`src/hdl/nnCfg.svh`:
```
`ifndef NN_CFG_SVH
`define NN_CFG_SVH

`define NN_INPUTS 10
`define NN_NEURONS 4
`define NN_FRAC 6
`define NN_ACT_MAX 127

// each neuron owns ten weights followed by its bias.
`define NN_WORDS 11

`define NN_WEIGHT_TABLE '{ \
	16'sd31, 16'sd14, -16'sd12, -16'sd8, -16'sd28, \
	16'sd19, 16'sd26, -16'sd31, 16'sd20, 16'sd8, -16'sd512, \
	-16'sd15, 16'sd22, 16'sd9, -16'sd27, 16'sd13, \
	16'sd30, -16'sd6, 16'sd17, -16'sd21, 16'sd11, 16'sd256, \
	16'sd7, -16'sd19, 16'sd28, 16'sd12, -16'sd9, \
	-16'sd24, 16'sd15, 16'sd5, 16'sd29, -16'sd14, -16'sd128, \
	-16'sd30, 16'sd3, 16'sd18, 16'sd25, 16'sd21, \
	-16'sd11, -16'sd17, 16'sd27, -16'sd4, -16'sd23, 16'sd64 \
}

`endif

```
`src/hdl/nnTypesPkg.sv`:
```
`default_nettype none

`include "nnCfg.svh"

package nnTypesPkg;

	// activations and inputs share one signed byte format.
	typedef logic signed [7:0] actT;

	typedef logic signed [22:0] accT; // wide enough for ten products plus the bias.

	typedef actT [`NN_INPUTS-1:0] inVecT;

	typedef struct packed {
		actT [`NN_NEURONS-1:0] act;
		logic [$clog2(`NN_NEURONS)-1:0] winner; // index of the largest activation.
	} layerOutT;

endpackage

`default_nettype wire

```
`src/hdl/weightBusPkg.sv`:
```
`default_nettype none

`include "nnCfg.svh"

package weightBusPkg;

	localparam int BUS_NODES = `NN_NEURONS;
	localparam int OWNER_W = $clog2(`NN_NEURONS);
	localparam int ADDR_W = $clog2(`NN_NEURONS * `NN_WORDS);

	typedef struct packed {
		logic valid;
		logic [ADDR_W-1:0] addr;
	} weightReqT;

	typedef struct packed {
		logic valid;
		logic [ADDR_W-1:0] addr;
		logic [OWNER_W-1:0] owner; // requester that the response goes back to.
	} romCmdT;

	typedef struct packed {
		logic valid;
		logic [OWNER_W-1:0] owner;
		logic signed [15:0] data;
	} weightRspT;

endpackage

`default_nettype wire

```
`src/hdl/weightRom.sv`:
```
`default_nettype none

`include "nnCfg.svh"

module weightRom
	import weightBusPkg::*;
(
	input logic clk,
	input logic reset,
	input romCmdT cmd,
	output weightRspT rsp
);

	localparam int DEPTH = `NN_NEURONS * `NN_WORDS;
	localparam logic signed [15:0] WEIGHTS [DEPTH] = `NN_WEIGHT_TABLE;

	logic rspValid;
	logic [OWNER_W-1:0] rspOwner;
	logic signed [15:0] rspData;

	always_ff @(posedge clk)
	begin
		if (reset)
			rspValid <= 1'b0;
		else
			rspValid <= cmd.valid;
	end

	always_ff @(posedge clk)
	begin
		if (cmd.valid)
		begin
			rspOwner <= cmd.owner; // the tag follows the word so the owner can pick it off the bus.
			rspData <= WEIGHTS[cmd.addr];
		end
	end

	assign rsp = '{valid: rspValid, owner: rspOwner, data: rspData};

	// the arbiter passes neuron addresses through unchecked.
	addrInRange: assert property (@(posedge clk) disable iff (reset)
		cmd.valid |-> (int'(cmd.addr) < DEPTH));

endmodule

`default_nettype wire

```
`src/hdl/weightArbiter.sv`:
```
`default_nettype none

module weightArbiter
	import weightBusPkg::*;
(
	input logic clk,
	input logic reset,
	input weightReqT [BUS_NODES-1:0] req,
	output logic [BUS_NODES-1:0] grant,
	output romCmdT cmd
);

	logic [OWNER_W-1:0] lastWin;
	logic [OWNER_W-1:0] winIdx;
	logic found;
	logic [BUS_NODES-1:0] reqValid;

	// search starts one past the last winner and wraps around.
	always_comb
	begin
		logic [OWNER_W-1:0] idx;
		found = 1'b0;
		winIdx = lastWin;
		idx = lastWin;
		for (int k = 0; k < BUS_NODES; k++)
		begin
			idx = idx + 1'b1;
			reqValid[idx] = req[idx].valid;
			if (!found && req[idx].valid)
			begin
				found = 1'b1;
				winIdx = idx;
			end
		end
	end

	assign grant = found ? (BUS_NODES'(1) << winIdx) : '0;
	assign cmd = '{valid: found, addr: req[winIdx].addr, owner: winIdx};

	always_ff @(posedge clk)
	begin
		if (reset)
			lastWin <= '1; // node 0 gets first pick after reset.
		else if (found)
			lastWin <= winIdx;
	end

	grantOneHot: assert property (@(posedge clk) disable iff (reset) $onehot0(grant));

	grantToValid: assert property (@(posedge clk) disable iff (reset)
		(grant & ~reqValid) == '0);

endmodule

`default_nettype wire

```
`src/hdl/neuronMac.sv`:
```
`default_nettype none

`include "nnCfg.svh"

module neuronMac
	import nnTypesPkg::*;
	import weightBusPkg::*;
#(
	parameter int NODE_ID = 0
)
(
	input logic clk,
	input logic reset,
	input logic start,
	input inVecT inVec,
	output weightReqT req,
	input logic grant,
	input weightRspT rsp,
	output logic resultValid,
	output actT resultAct
);

	localparam int IDX_W = $clog2(`NN_WORDS + 1);
	localparam int LAST = `NN_WORDS - 1;
	localparam logic [ADDR_W-1:0] BASE = ADDR_W'(NODE_ID * `NN_WORDS);
	localparam logic [OWNER_W-1:0] MY_ID = OWNER_W'(NODE_ID);

	logic reqValid;
	logic [IDX_W-1:0] wordIdx;
	logic waiting;
	accT acc;

	logic granted;
	logic hit;
	logic [IDX_W-1:0] rspIdx;
	actT xIn;
	accT addend;
	accT nextAcc;
	logic signed [23:0] rounded;
	actT actOut;

	// #################### fetch

	assign req = '{valid: reqValid, addr: BASE + ADDR_W'(wordIdx)};
	assign granted = grant && reqValid;

	always_ff @(posedge clk)
	begin
		if (reset)
		begin
			reqValid <= 1'b0;
			wordIdx <= '0;
			waiting <= 1'b0;
		end
		else if (start)
		begin
			reqValid <= 1'b1;
			wordIdx <= '0;
			waiting <= 1'b0;
		end
		else
		begin
			waiting <= granted; // the ROM answers exactly one cycle after the grant.
			if (granted)
			begin
				wordIdx <= wordIdx + 1'b1;
				reqValid <= (wordIdx != IDX_W'(LAST));
			end
		end
	end

	// #################### accumulate

	// responses come back in order, so the pending word is one behind the fetch index.
	assign hit = rsp.valid && (rsp.owner == MY_ID);
	assign rspIdx = wordIdx - 1'b1;
	assign xIn = (rspIdx < IDX_W'(`NN_INPUTS)) ? inVec[rspIdx] : '0;
	assign addend = (rspIdx == IDX_W'(LAST)) ? accT'($signed(rsp.data))
		: accT'($signed(xIn)) * accT'($signed(rsp.data));
	assign nextAcc = acc + addend;

	always_ff @(posedge clk)
	begin
		if (start)
			acc <= '0;
		else if (hit)
			acc <= nextAcc;
	end

	// #################### activation

	assign rounded = ($signed({nextAcc[22], nextAcc}) + 24'sd32) >>> `NN_FRAC;

	always_comb
	begin
		if (nextAcc[22])
			actOut = '0;
		else if (rounded > 24'(`NN_ACT_MAX))
			actOut = actT'(`NN_ACT_MAX);
		else
			actOut = rounded[7:0];
	end

	always_ff @(posedge clk)
	begin
		if (reset)
			resultValid <= 1'b0;
		else
			resultValid <= hit && (rspIdx == IDX_W'(LAST));
	end

	always_ff @(posedge clk)
	begin
		if (hit && (rspIdx == IDX_W'(LAST)))
			resultAct <= actOut;
	end

	// a stray tag would corrupt the sum of another node.
	rspExpected: assert property (@(posedge clk) disable iff (reset) hit |-> waiting);

endmodule

`default_nettype wire

```
`src/hdl/layerCollect.sv`:
```
`default_nettype none

`include "nnCfg.svh"

module layerCollect
	import nnTypesPkg::*;
(
	input logic clk,
	input logic reset,
	input logic start,
	input inVecT inVec,
	output logic neuronStart,
	output inVecT neuronVec,
	input logic [`NN_NEURONS-1:0] resultValid,
	input actT [`NN_NEURONS-1:0] resultAct,
	output logic busy,
	output logic done,
	output layerOutT result
);

	localparam int WIN_W = $clog2(`NN_NEURONS);

	logic [`NN_NEURONS-1:0] got;
	actT [`NN_NEURONS-1:0] acts;
	actT [`NN_NEURONS-1:0] actNext;
	logic [WIN_W-1:0] win;
	logic allIn;

	// #################### argmax

	always_comb
	begin
		actT best;
		for (int i = 0; i < `NN_NEURONS; i++)
			actNext[i] = resultValid[i] ? resultAct[i] : acts[i];
		best = actNext[0];
		win = '0;
		for (int i = 1; i < `NN_NEURONS; i++)
		begin
			if ($signed(actNext[i]) > $signed(best)) // strict compare keeps the lower index on a tie.
			begin
				best = actNext[i];
				win = WIN_W'(i);
			end
		end
	end

	assign allIn = &(got | resultValid);

	// #################### control

	always_ff @(posedge clk)
	begin
		if (reset)
		begin
			busy <= 1'b0;
			neuronStart <= 1'b0;
			done <= 1'b0;
			got <= '0;
			result <= '0;
		end
		else
		begin
			neuronStart <= 1'b0;
			done <= 1'b0;
			if (start && !busy)
			begin
				busy <= 1'b1;
				neuronStart <= 1'b1;
				got <= '0;
			end
			else if (busy)
			begin
				got <= got | resultValid;
				if (allIn)
				begin
					busy <= 1'b0;
					done <= 1'b1;
					result <= '{act: actNext, winner: win};
				end
			end
		end
	end

	always_ff @(posedge clk)
	begin
		if (start && !busy)
			neuronVec <= inVec; // held for the whole run since the neurons read it per word.
		for (int i = 0; i < `NN_NEURONS; i++)
			if (resultValid[i])
				acts[i] <= resultAct[i];
	end

	singleReport: assert property (@(posedge clk) disable iff (reset)
		busy |-> ((got & resultValid) == '0));

endmodule

`default_nettype wire

```
`src/hdl/nnLayer.sv`:
```
`default_nettype none

module nnLayer
	import nnTypesPkg::*;
	import weightBusPkg::*;
(
	input logic clk,
	input logic reset,
	input logic start,
	input inVecT inVec,
	output logic busy,
	output logic done,
	output layerOutT result
);

	logic neuronStart;
	inVecT neuronVec;
	weightReqT [BUS_NODES-1:0] req;
	logic [BUS_NODES-1:0] grant;
	romCmdT cmd;
	weightRspT rsp;
	logic [BUS_NODES-1:0] resultValid;
	actT [BUS_NODES-1:0] resultAct;

	layerCollect layerCollect_i (
		.clk(clk),
		.reset(reset),
		.start(start),
		.inVec(inVec),
		.neuronStart(neuronStart),
		.neuronVec(neuronVec),
		.resultValid(resultValid),
		.resultAct(resultAct),
		.busy(busy),
		.done(done),
		.result(result)
	);

	// every node sees the same response bus and filters on the owner tag.
	for (genvar i = 0; i < BUS_NODES; i++)
	begin : genNode
		neuronMac #(.NODE_ID(i)) neuronMac_i (
			.clk(clk),
			.reset(reset),
			.start(neuronStart),
			.inVec(neuronVec),
			.req(req[i]),
			.grant(grant[i]),
			.rsp(rsp),
			.resultValid(resultValid[i]),
			.resultAct(resultAct[i])
		);
	end

	weightArbiter weightArbiter_i (
		.clk(clk),
		.reset(reset),
		.req(req),
		.grant(grant),
		.cmd(cmd)
	);

	weightRom weightRom_i (
		.clk(clk),
		.reset(reset),
		.cmd(cmd),
		.rsp(rsp)
	);

endmodule

`default_nettype wire

```
`config.mk`:
```
export PLATFORM = sky130hd
export DESIGN_NAME = nnLayer
export DESIGN_NICKNAME = d
export VERILOG_FILES = /design/src/hdl/nnTypesPkg.sv /design/src/hdl/weightBusPkg.sv /design/src/hdl/weightRom.sv /design/src/hdl/weightArbiter.sv /design/src/hdl/neuronMac.sv /design/src/hdl/layerCollect.sv /design/src/hdl/nnLayer.sv
export VERILOG_INCLUDE_DIRS = /design/src /design/src/hdl
export SDC_FILE = /design/constraint.sdc
export NUM_CORES = 2
export LEC_CHECK = 0
export ABC_AREA = 0
export BUFFER_PORTS_ARGS = -buffer_cell sky130_fd_sc_hd__buf_2
export CORE_ASPECT_RATIO = 0.8
export CORE_MARGIN = 5
export CORE_UTILIZATION = 30
export DETAILED_ROUTE_END_ITERATION = 10
export GPL_TIMING_DRIVEN = 0
export PLACE_DENSITY = 0.44
export RECOVER_POWER = 25
export REMOVE_ABC_BUFFERS = 1
export SETUP_SLACK_MARGIN = 0.02
export SYNTH_ARGS = -nofsm -noshare
export SYNTH_HDL_FRONTEND = slang
export SYNTH_HIERARCHICAL = 1
export SYNTH_SLANG_ARGS = --single-unit
```
`constraint.sdc`:
```
create_clock -name clk -period 12.1 [get_ports clk]
set_input_delay 1.21 -clock clk [delete_from_list [all_inputs] [get_ports clk]]
set_output_delay 1.21 -clock clk [all_outputs]
set_load 0.1 [all_outputs]
```
# Word level (Yosys, flattened, before mapping)
# Memories as Yosys holds them, arrays and structs flattened. A register that Yosys moved wholly into a read port is not among the register bits.
# Cells that the tools add are included.
[classes]
add_sub_neg = 23
multipliers = 4
n_lt_le_gt_ge = 20
eq_ne = 11
shift = 1
muxes = 61
bitwise = 4
n_reduce_logical = 34
[op_table]
columns = ["cell", "count"]
rows = [
  ["8-bit binary-select mux with 4-bit select", 4],
  ["8-bit 2-to-1 mux", 14],
  ["23-bit by 7-bit adder with 24-bit output (second input constant)", 4],
  ["23-bit adder", 4],
  ["8-bit by 16-bit multiplier with 23-bit output", 4],
  ["23-bit 2-to-1 mux", 4],
  ["18-bit by 8-bit > comparator with 1-bit output (second input constant)", 4],
  ["7-bit binary-select mux with 2-bit select", 5],
  ["7-bit 2-to-1 mux", 8],
  ["8-bit > comparator", 3],
  ["4-bit by 5-bit less-than comparator with 1-bit output (second input constant)", 4],
  ["1-bit 2-to-1 mux", 18],
  ["4-bit by 1-bit adder with 4-bit output (second input constant)", 4],
  ["4-bit == test (second input constant)", 4],
  ["1-bit logical AND", 16],
  ["4-bit less-than comparator (second input constant)", 4],
  ["4-bit != test (second input constant)", 4],
  ["4-bit by 1-bit subtractor with 4-bit output (second input constant)", 4],
  ["2-bit by 3-bit less-than comparator with 1-bit output (second input constant)", 5],
  ["2-bit 2-to-1 mux", 6],
  ["2-bit OR reduction", 6],
  ["2-bit by 1-bit adder with 2-bit output (second input constant)", 4],
  ["2-bit nonzero test", 4],
  ["6-bit NOT with 7-bit output", 1],
  ["other kinds (15)", 20],
]
[totals]
regBits = 306
mem_bits_ro = 1024
in_bits = 83
output_inout_bits = 36
elab_cells = 209
memories = 1
[mem_list]
columns = ["name", "words", "width", "read_ports", "rd_clocked_by_memory_dff", "wr", "line_no", "source"]
rows = [
  ["(no name shown)", 64, 16, 1, 1, 0, "weightRom.sv:34", "rspData <= WEIGHTS[cmd.addr];"],
]

# Logic depth before layout (Yosys ltp)
[logic_depth]
word_depth = 18
ltp_mapped = 44
ltp_nobuf = 37

# Hierarchy
# Netlist, hierarchy kept.
[modules_own_cells]
columns = ["module", "instances", "cells_per_inst", "area_each_um2", "seq_area_each_um2"]
rows = [
  ["neuronMac (genNode[1].neuronMac_i)", 1, 1035, 8563.2, 820.8],
  ["neuronMac (genNode[3].neuronMac_i)", 1, 956, 8086.5, 820.8],
  ["neuronMac (genNode[0].neuronMac_i)", 1, 946, 8071.5, 820.8],
  ["neuronMac (genNode[2].neuronMac_i)", 1, 950, 8054.0, 820.8],
  ["layerCollect", 1, 394, 5636.7, 3863.7],
  ["weightRom", 1, 125, 1214.9, 380.4],
  ["weightArbiter", 1, 44, 379.1, 40.0],
]

# Worst setup path before layout
# Ideal clock, no wire load.
[synth_timing]
path_type = "reg2reg"
start = "reg genNode[0].neuronMac_i.wordIdx[0]"
end = "reg genNode[0].neuronMac_i.resultAct[0], data pin"
setup_time_ns = 0.275
arrival_ns = 9.424
required_ns = 11.825
path_slack_ns = 2.401
stages_incl_launch_ff = 36
path_buffers = 5
synth_period_minus_slack_ns = 9.699
cell_sequence = "dfxtp_1 buf_6 buf_2 clkbuf_1 inv_1 ha_1 clkbuf_1 mux4_2 mux2_2 a21oi_1 clkbuf_1 nor2_1 fa_1 fa_1 fa_1 inv_1 fa_1 inv_1 ha_1 o21ai_0 nand2b_1 a21boi_0 and2_1 or3_1 a21oi_1 nor2_1 ha_1 inv_1 or3_1 o32a_1 a21oi_1 o21ai_0 a2111o_1 nand4bb_1 nor4_2 a21oi_1"
[synth_between]
elab_chain_cells = 10
elab_cells_between_ends = 12
classes_between = "add/sub (3); mul (1); order compare (2); eq/ne (1); mux (5)"
[synth_lines]
columns = ["item", "line_no", "source"]
rows = [
  ["from (decl)", "neuronMac.sv:29", "logic [IDX_W-1:0] wordIdx;"],
  ["from (signal assigned)", "neuronMac.sv:66", "wordIdx <= wordIdx + 1'b1;"],
  ["4-bit by 1-bit subtractor with 4-bit output *", "neuronMac.sv:76", "assign rspIdx = wordIdx - 1'b1;"],
  ["net genNode[0].neuronMac_i.rspIdx[0]", "neuronMac.sv:35", "logic [IDX_W-1:0] rspIdx;"],
  ["8-bit binary-select mux with 4-bit select", "neuronMac.sv:77", "assign xIn = (rspIdx < IDX_W'(`NN_INPUTS)) ? inVec[rspIdx] : '0;"],
  ["8-bit 2-to-1 mux (not written as such)", "neuronMac.sv:77", ""],
  ["8-bit 2-to-1 mux", "neuronMac.sv:77", ""],
  ["8-bit by 16-bit multiplier with 23-bit output", "neuronMac.sv:79", ": accT'($signed(xIn)) * accT'($signed(rsp.data));"],
  ["23-bit 2-to-1 mux *", "neuronMac.sv:78", "assign addend = (rspIdx == IDX_W'(LAST)) ? accT'($signed(rsp.data))"],
  ["23-bit adder *", "neuronMac.sv:80", "assign nextAcc = acc + addend;"],
  ["23-bit by 7-bit adder with 24-bit output", "neuronMac.sv:92", "assign rounded = ($signed({nextAcc[22], nextAcc}) + 24'sd32) >>> `NN_FRAC;"],
  ["18-bit by 8-bit > comparator with 1-bit output", "neuronMac.sv:98", "else if (rounded > 24'(`NN_ACT_MAX))"],
  ["7-bit 2-to-1 mux", "neuronMac.sv:98", ""],
  ["to (signal assigned)", "neuronMac.sv:115", "resultAct <= actOut;"],
  ["to (decl)", "neuronMac.sv:20", "output actT resultAct"],
]
# Mark *: on every way through the listed nets, which the timed path passes. The rest lies on a longest branch. The select of a mux whose other input is x is not followed.
# A chain may end at the register's enable or synchronous reset.

# Worst setup path in the final report
[layout_timing]
start = "reg genNode[3].neuronMac_i.wordIdx[0]"
end = "reg genNode[3].neuronMac_i.resultAct[5], data pin"
[layout_between]
elab_chain_cells = 10
elab_cells_between_ends = 12
classes_between = "add/sub (3); mul (1); order compare (2); eq/ne (1); mux (5)"
[layout_lines]
columns = ["item", "line_no"]
rows = [
  ["from (decl)", "neuronMac.sv:29"],
  ["from (signal assigned)", "neuronMac.sv:66"],
  ["4-bit by 1-bit subtractor with 4-bit output *", "neuronMac.sv:76"],
  ["8-bit binary-select mux with 4-bit select", "neuronMac.sv:77"],
  ["8-bit 2-to-1 mux (not written as such)", "neuronMac.sv:77"],
  ["8-bit 2-to-1 mux", "neuronMac.sv:77"],
  ["8-bit by 16-bit multiplier with 23-bit output", "neuronMac.sv:79"],
  ["23-bit 2-to-1 mux *", "neuronMac.sv:78"],
  ["23-bit adder *", "neuronMac.sv:80"],
  ["23-bit by 7-bit adder with 24-bit output", "neuronMac.sv:92"],
  ["18-bit by 8-bit > comparator with 1-bit output", "neuronMac.sv:98"],
  ["7-bit 2-to-1 mux", "neuronMac.sv:98"],
  ["to (signal assigned)", "neuronMac.sv:115"],
  ["to (decl)", "neuronMac.sv:20"],
]
# Every way passes the cells marked *; elsewhere a longest branch is shown, timed or not. The select of a mux whose other input is x is not followed.

==> flow_metrics.tcl <==
set metrics [dict create \
    timing.final.crit_share_pct 92.0 \
    first_global_vias 30500 \
    drv_cap 1 \
    synth_top_area_share_pct 20.2 \
    clock_power_share_pct 31.0 \
    wire_length_per_cell_after_detailed_routing_um 18.4 \
    synthDistinctLibCells 122 \
    number_of_antenna_violations_at_the_first_check_in_global_routing 2 \
    max-slew-margin-rel_pct -177 \
    finalCriticalPeriod_ns 11.13 \
    port_buffers 118 \
    tritoncts "yes" \
    p_sw_mw 1.56 \
    holdCritPathClass "flop to flop" \
    run_status "finished with violations" \
    io-pin-count 119 \
    clock.fmax_ghz 0.0899 \
    grt_setup_unrepaired "false" \
    vias 30600 \
    final-hold-violation-count 0 \
    ctsLongestPathBuffers 3 \
    ff_latch_count_synth 316 \
    width_of_the_die_um 418 \
    intPower_mw 2.52 \
    die_h_um 337 \
    cp-start-kind "flop" \
    drt.antenna.violating_nets 0 \
    busiest_layer_in_global_routing "met1" \
    yosysTopAreaCell "sky130_fd_sc_hd__fa_1" \
    seqCellArea_um2 7580 \
    postCtsSetupRepairBufs 0 \
    cts_inserted_buffers 42 \
    async_flop_share_pct 0 \
    drt-total-wl_um 116000 \
    failing_checks "capacitance limit, slew limit" \
    cts_sinks 316 \
    synth_enable_flop_cells 124 \
    grt_max_degree 69 \
    placement_rows 119 \
    cpPeakStageDelay_ns 0.97 \
    post_place_cells 6196 \
    detailedPlace.worstSlack_ns 0.439 \
    grt_pass1_wl_um 182000 \
    residual_drc_count 0 \
    worst_path_setup_slack_after_routing_ns 0.974 \
    worst-slew-pin-transition_ns 4.16 \
    endpoint_kind "flop" \
    gr-usage-met2_pct 24.4 \
    postSynth.topFlopCell "sky130_fd_sc_hd__dfxtp_1" \
    seq_area_frac_synth_pct 18.9 \
    final.fill_count 13800 \
    post_synth_inst_count 4450 \
    layout-drive-gt1-share_pct 9.05 \
    static-leakage-power_nw 19.7 \
    syn-cell-area_um2 40000 \
    drt-initial-drc-count 1978 \
    skew_ns 0.0463 \
    multi_input_comb_area_um2 29300 \
    clock_latency_ns 0.61 \
    mostFrequentLayoutCell "sky130_fd_sc_hd__inv_1" \
    final-max-slew-violation-count 69 \
    finalSetupViolations 0 \
    clk_tree_root_cell "sky130_fd_sc_hd__clkbuf_16" \
    hold_buffers 0 \
    critical_path_required_time_ns 12.39 \
    ys_warn_count 6 \
    switching_share_pct 38.2 \
    critical_path.n_buffers_inverters 5 \
    design.core.area_um2 132000 \
    layoutNonFillerInstCount 6275 \
    grt_usage_pct 16.3 \
    deepest_level_of_the_cts_h_tree 2 \
    power.density_nw_per_um2 91.8 \
    totalPowerFinal_mw 4.08 \
    clkSlewWorstSetupHoldPaths_ns 0.06 \
    dp.final_hpwl_um 91100 \
    critical_path_arrival_ns 11.41 \
    viasPerCell 4.88 \
    cp_slowest_cell "sky130_fd_sc_hd__a2111oi_0" \
    path_delay_family "adder cells" \
    cts-resized-gates 0 \
    layout.nets 5289 \
    place_congestion 0.813 \
    max-vdd-ir-drop_mv 0.0925 \
    grtUsageMet3_pct 2.06 \
    power_share_of_the_sequential_group_pct 32.9 \
    critPathMaxFanout 20 \
    dieArea_um2 141000 \
    starting_density_pct 30.3 \
    grt_overflow_total 0 \
    layout_common_cells "sky130_fd_sc_hd__inv_1, sky130_fd_sc_hd__fa_1, sky130_fd_sc_hd__nand2_1" \
    first_pass_iters 5 \
    post_synth_main_area_contributors "sky130_fd_sc_hd__fa_1, sky130_fd_sc_hd__ha_1, sky130_fd_sc_hd__dfxtp_1" \
    syn2layout_area_growth_pct 11.1 \
    synthesis.area_per_instance_um2 8.99 \
    timing.setup.critical_path_class "flop to flop" \
    use_met1_pct 25.5 \
    power.share.combinational_pct 36.1 \
]
-- synthesized netlist by cell type, drive strengths merged, types with 12 or more instances --
| library cell | instances |
|---|---|
| or3 | 32 |
| clkbuf | 106 |
| nor2b | 128 |
| fa | 404 |
| and3 | 28 |
| xnor2 | 119 |
| nand3 | 51 |
| a21o | 48 |
| edfxtp | 124 |
| mux2i | 118 |
| xor2 | 75 |
| nand4 | 24 |
| o31ai | 30 |
| a21oi | 253 |
| nor2 | 270 |
| o21bai | 12 |
| dfxtp | 192 |
| mux4 | 65 |
| and2 | 280 |
| o21ai | 167 |
| a31oi | 28 |
| or2 | 35 |
| ha | 316 |
| mux2 | 34 |
| a211oi | 70 |
| o211ai | 24 |
| nand2b | 54 |
| nand2 | 385 |
| buf | 74 |
| inv | 636 |
| nor3 | 73 |
| o21a | 27 |
| nor4 | 12 |
-- worst reg2reg max path, delay by kind of cell, from the launching register on --
| kind | cells | cell delay, ns |
|---|---|---|
| adder cells (fa/ha/maj) | 7 | 3.45 |
| AO/OA/AOI/OAI | 9 | 3.32 |
| AND/OR/NAND/NOR | 7 | 1.77 |
| multiplexers | 2 | 1.04 |
| flip-flops | 1 | 0.68 |
| buffers and inverters | 5 | 0.49 |
| XOR/XNOR | 1 | 0.09 |
-- layer usage --
metal | part of all wire, % | vias to the layer above
li1 | - | 14900
met1 | 53 | 15000
met2 | 41 | 543
met3 | 4.1 | 75
met4 | 1.5 | 0
met5 | 0 | -
-- power by group through the flow --
stage | combinational (mW) | sequential (mW) | clock, mW
6_report | 1.47 | 1.34 | 1.27
5_1_grt | 1.61 | 1.35 | 1.36
4_1_cts | 1.48 | 1.34 | 1.32
3_5_place_dp | 1.47 | 1.36 | 0
3_3_place_gp | 1.06 | 1.59 | 0
2_1_floorplan | 0.754 | 1.38 | 0
-- stage by stage --
stage               setup TNS [ns]  hold WS [ns]  area (µm²)  utilization [%]
global placement            -58.48         0.443       41900             31.7
CTS                              0         0.457       44500             33.7
finish                           0         0.453       44500             33.7
global route                     0         0.475       44500             33.7
detailed placement               0         0.448       43100             32.7
floorplan                        0         0.436       39100                -
-- path summary, 6_finish.rpt --
| path | start | endpoint | slack [ns] | depth (start not counted) |
|---|---|---|---|---|
| worst max-delay path | genNode[3].neuronMac_i/wordIdx[0]$_SDFFE_PP0P_ | genNode[3].neuronMac_i/resultAct[5]$_SDFFCE_PN0P_ | 0.97 | 31 |
| worst max register to register | genNode[3].neuronMac_i/wordIdx[0]$_SDFFE_PP0P_ | genNode[3].neuronMac_i/resultAct[5]$_SDFFCE_PN0P_ | 0.97 | 31 |
| worst min-delay path | genNode[2].neuronMac_i/acc[14]$_SDFFE_PP0P_ | genNode[2].neuronMac_i/acc[14]$_SDFFE_PP0P_ | 0.45 | 2 |
| worst min register to register | genNode[2].neuronMac_i/acc[14]$_SDFFE_PP0P_ | genNode[2].neuronMac_i/acc[14]$_SDFFE_PP0P_ | 0.45 | 2 |
-- state kept, by name, indices dropped and copies added, names as in the netlist, 2 cells and up --
name                             cells
weightArbiter_i/lastWin              2
genNode.neuronMac_i/wordIdx         16
layerCollect_i/got                   4
genNode.neuronMac_i/resultAct       32
genNode.neuronMac_i/reqValid         4
layerCollect_i/result               34
weightRom_i/rspData                 10
genNode.neuronMac_i/resultValid      4
layerCollect_i/acts                 32
genNode.neuronMac_i/acc             92
weightRom_i/rspOwner                 2
layerCollect_i/neuronVec            80
-- logic make-up after synthesis --
group / Yosys count / synth area share [%]
AOI/OAI and AO/OA: 766 / 12.5
xor gates and xnor gates: 194 / 4.42
adders and majority gates: 720 / 30.1
buffers and inverters: 816 / 8.27
DFF: 316 / 18.9
muxes: 217 / 7.65
other: 5 / 0.0469
and+or+nand+nor: 1416 / 18.1
-- cell type report --
type	instances	area share (%)
Clock buffer	52	2.54
Antenna cell	1	0.00563
Timing Repair Buffer	169	3.55
Inverter	636	5.37
Sequential cell	316	17.0
Tap cell	1754	4.94
Clock inverter	26	0.557
Multi-Input combinational cell	3321	66.0
No activity file was read; power rests on OpenSTA's default activity.
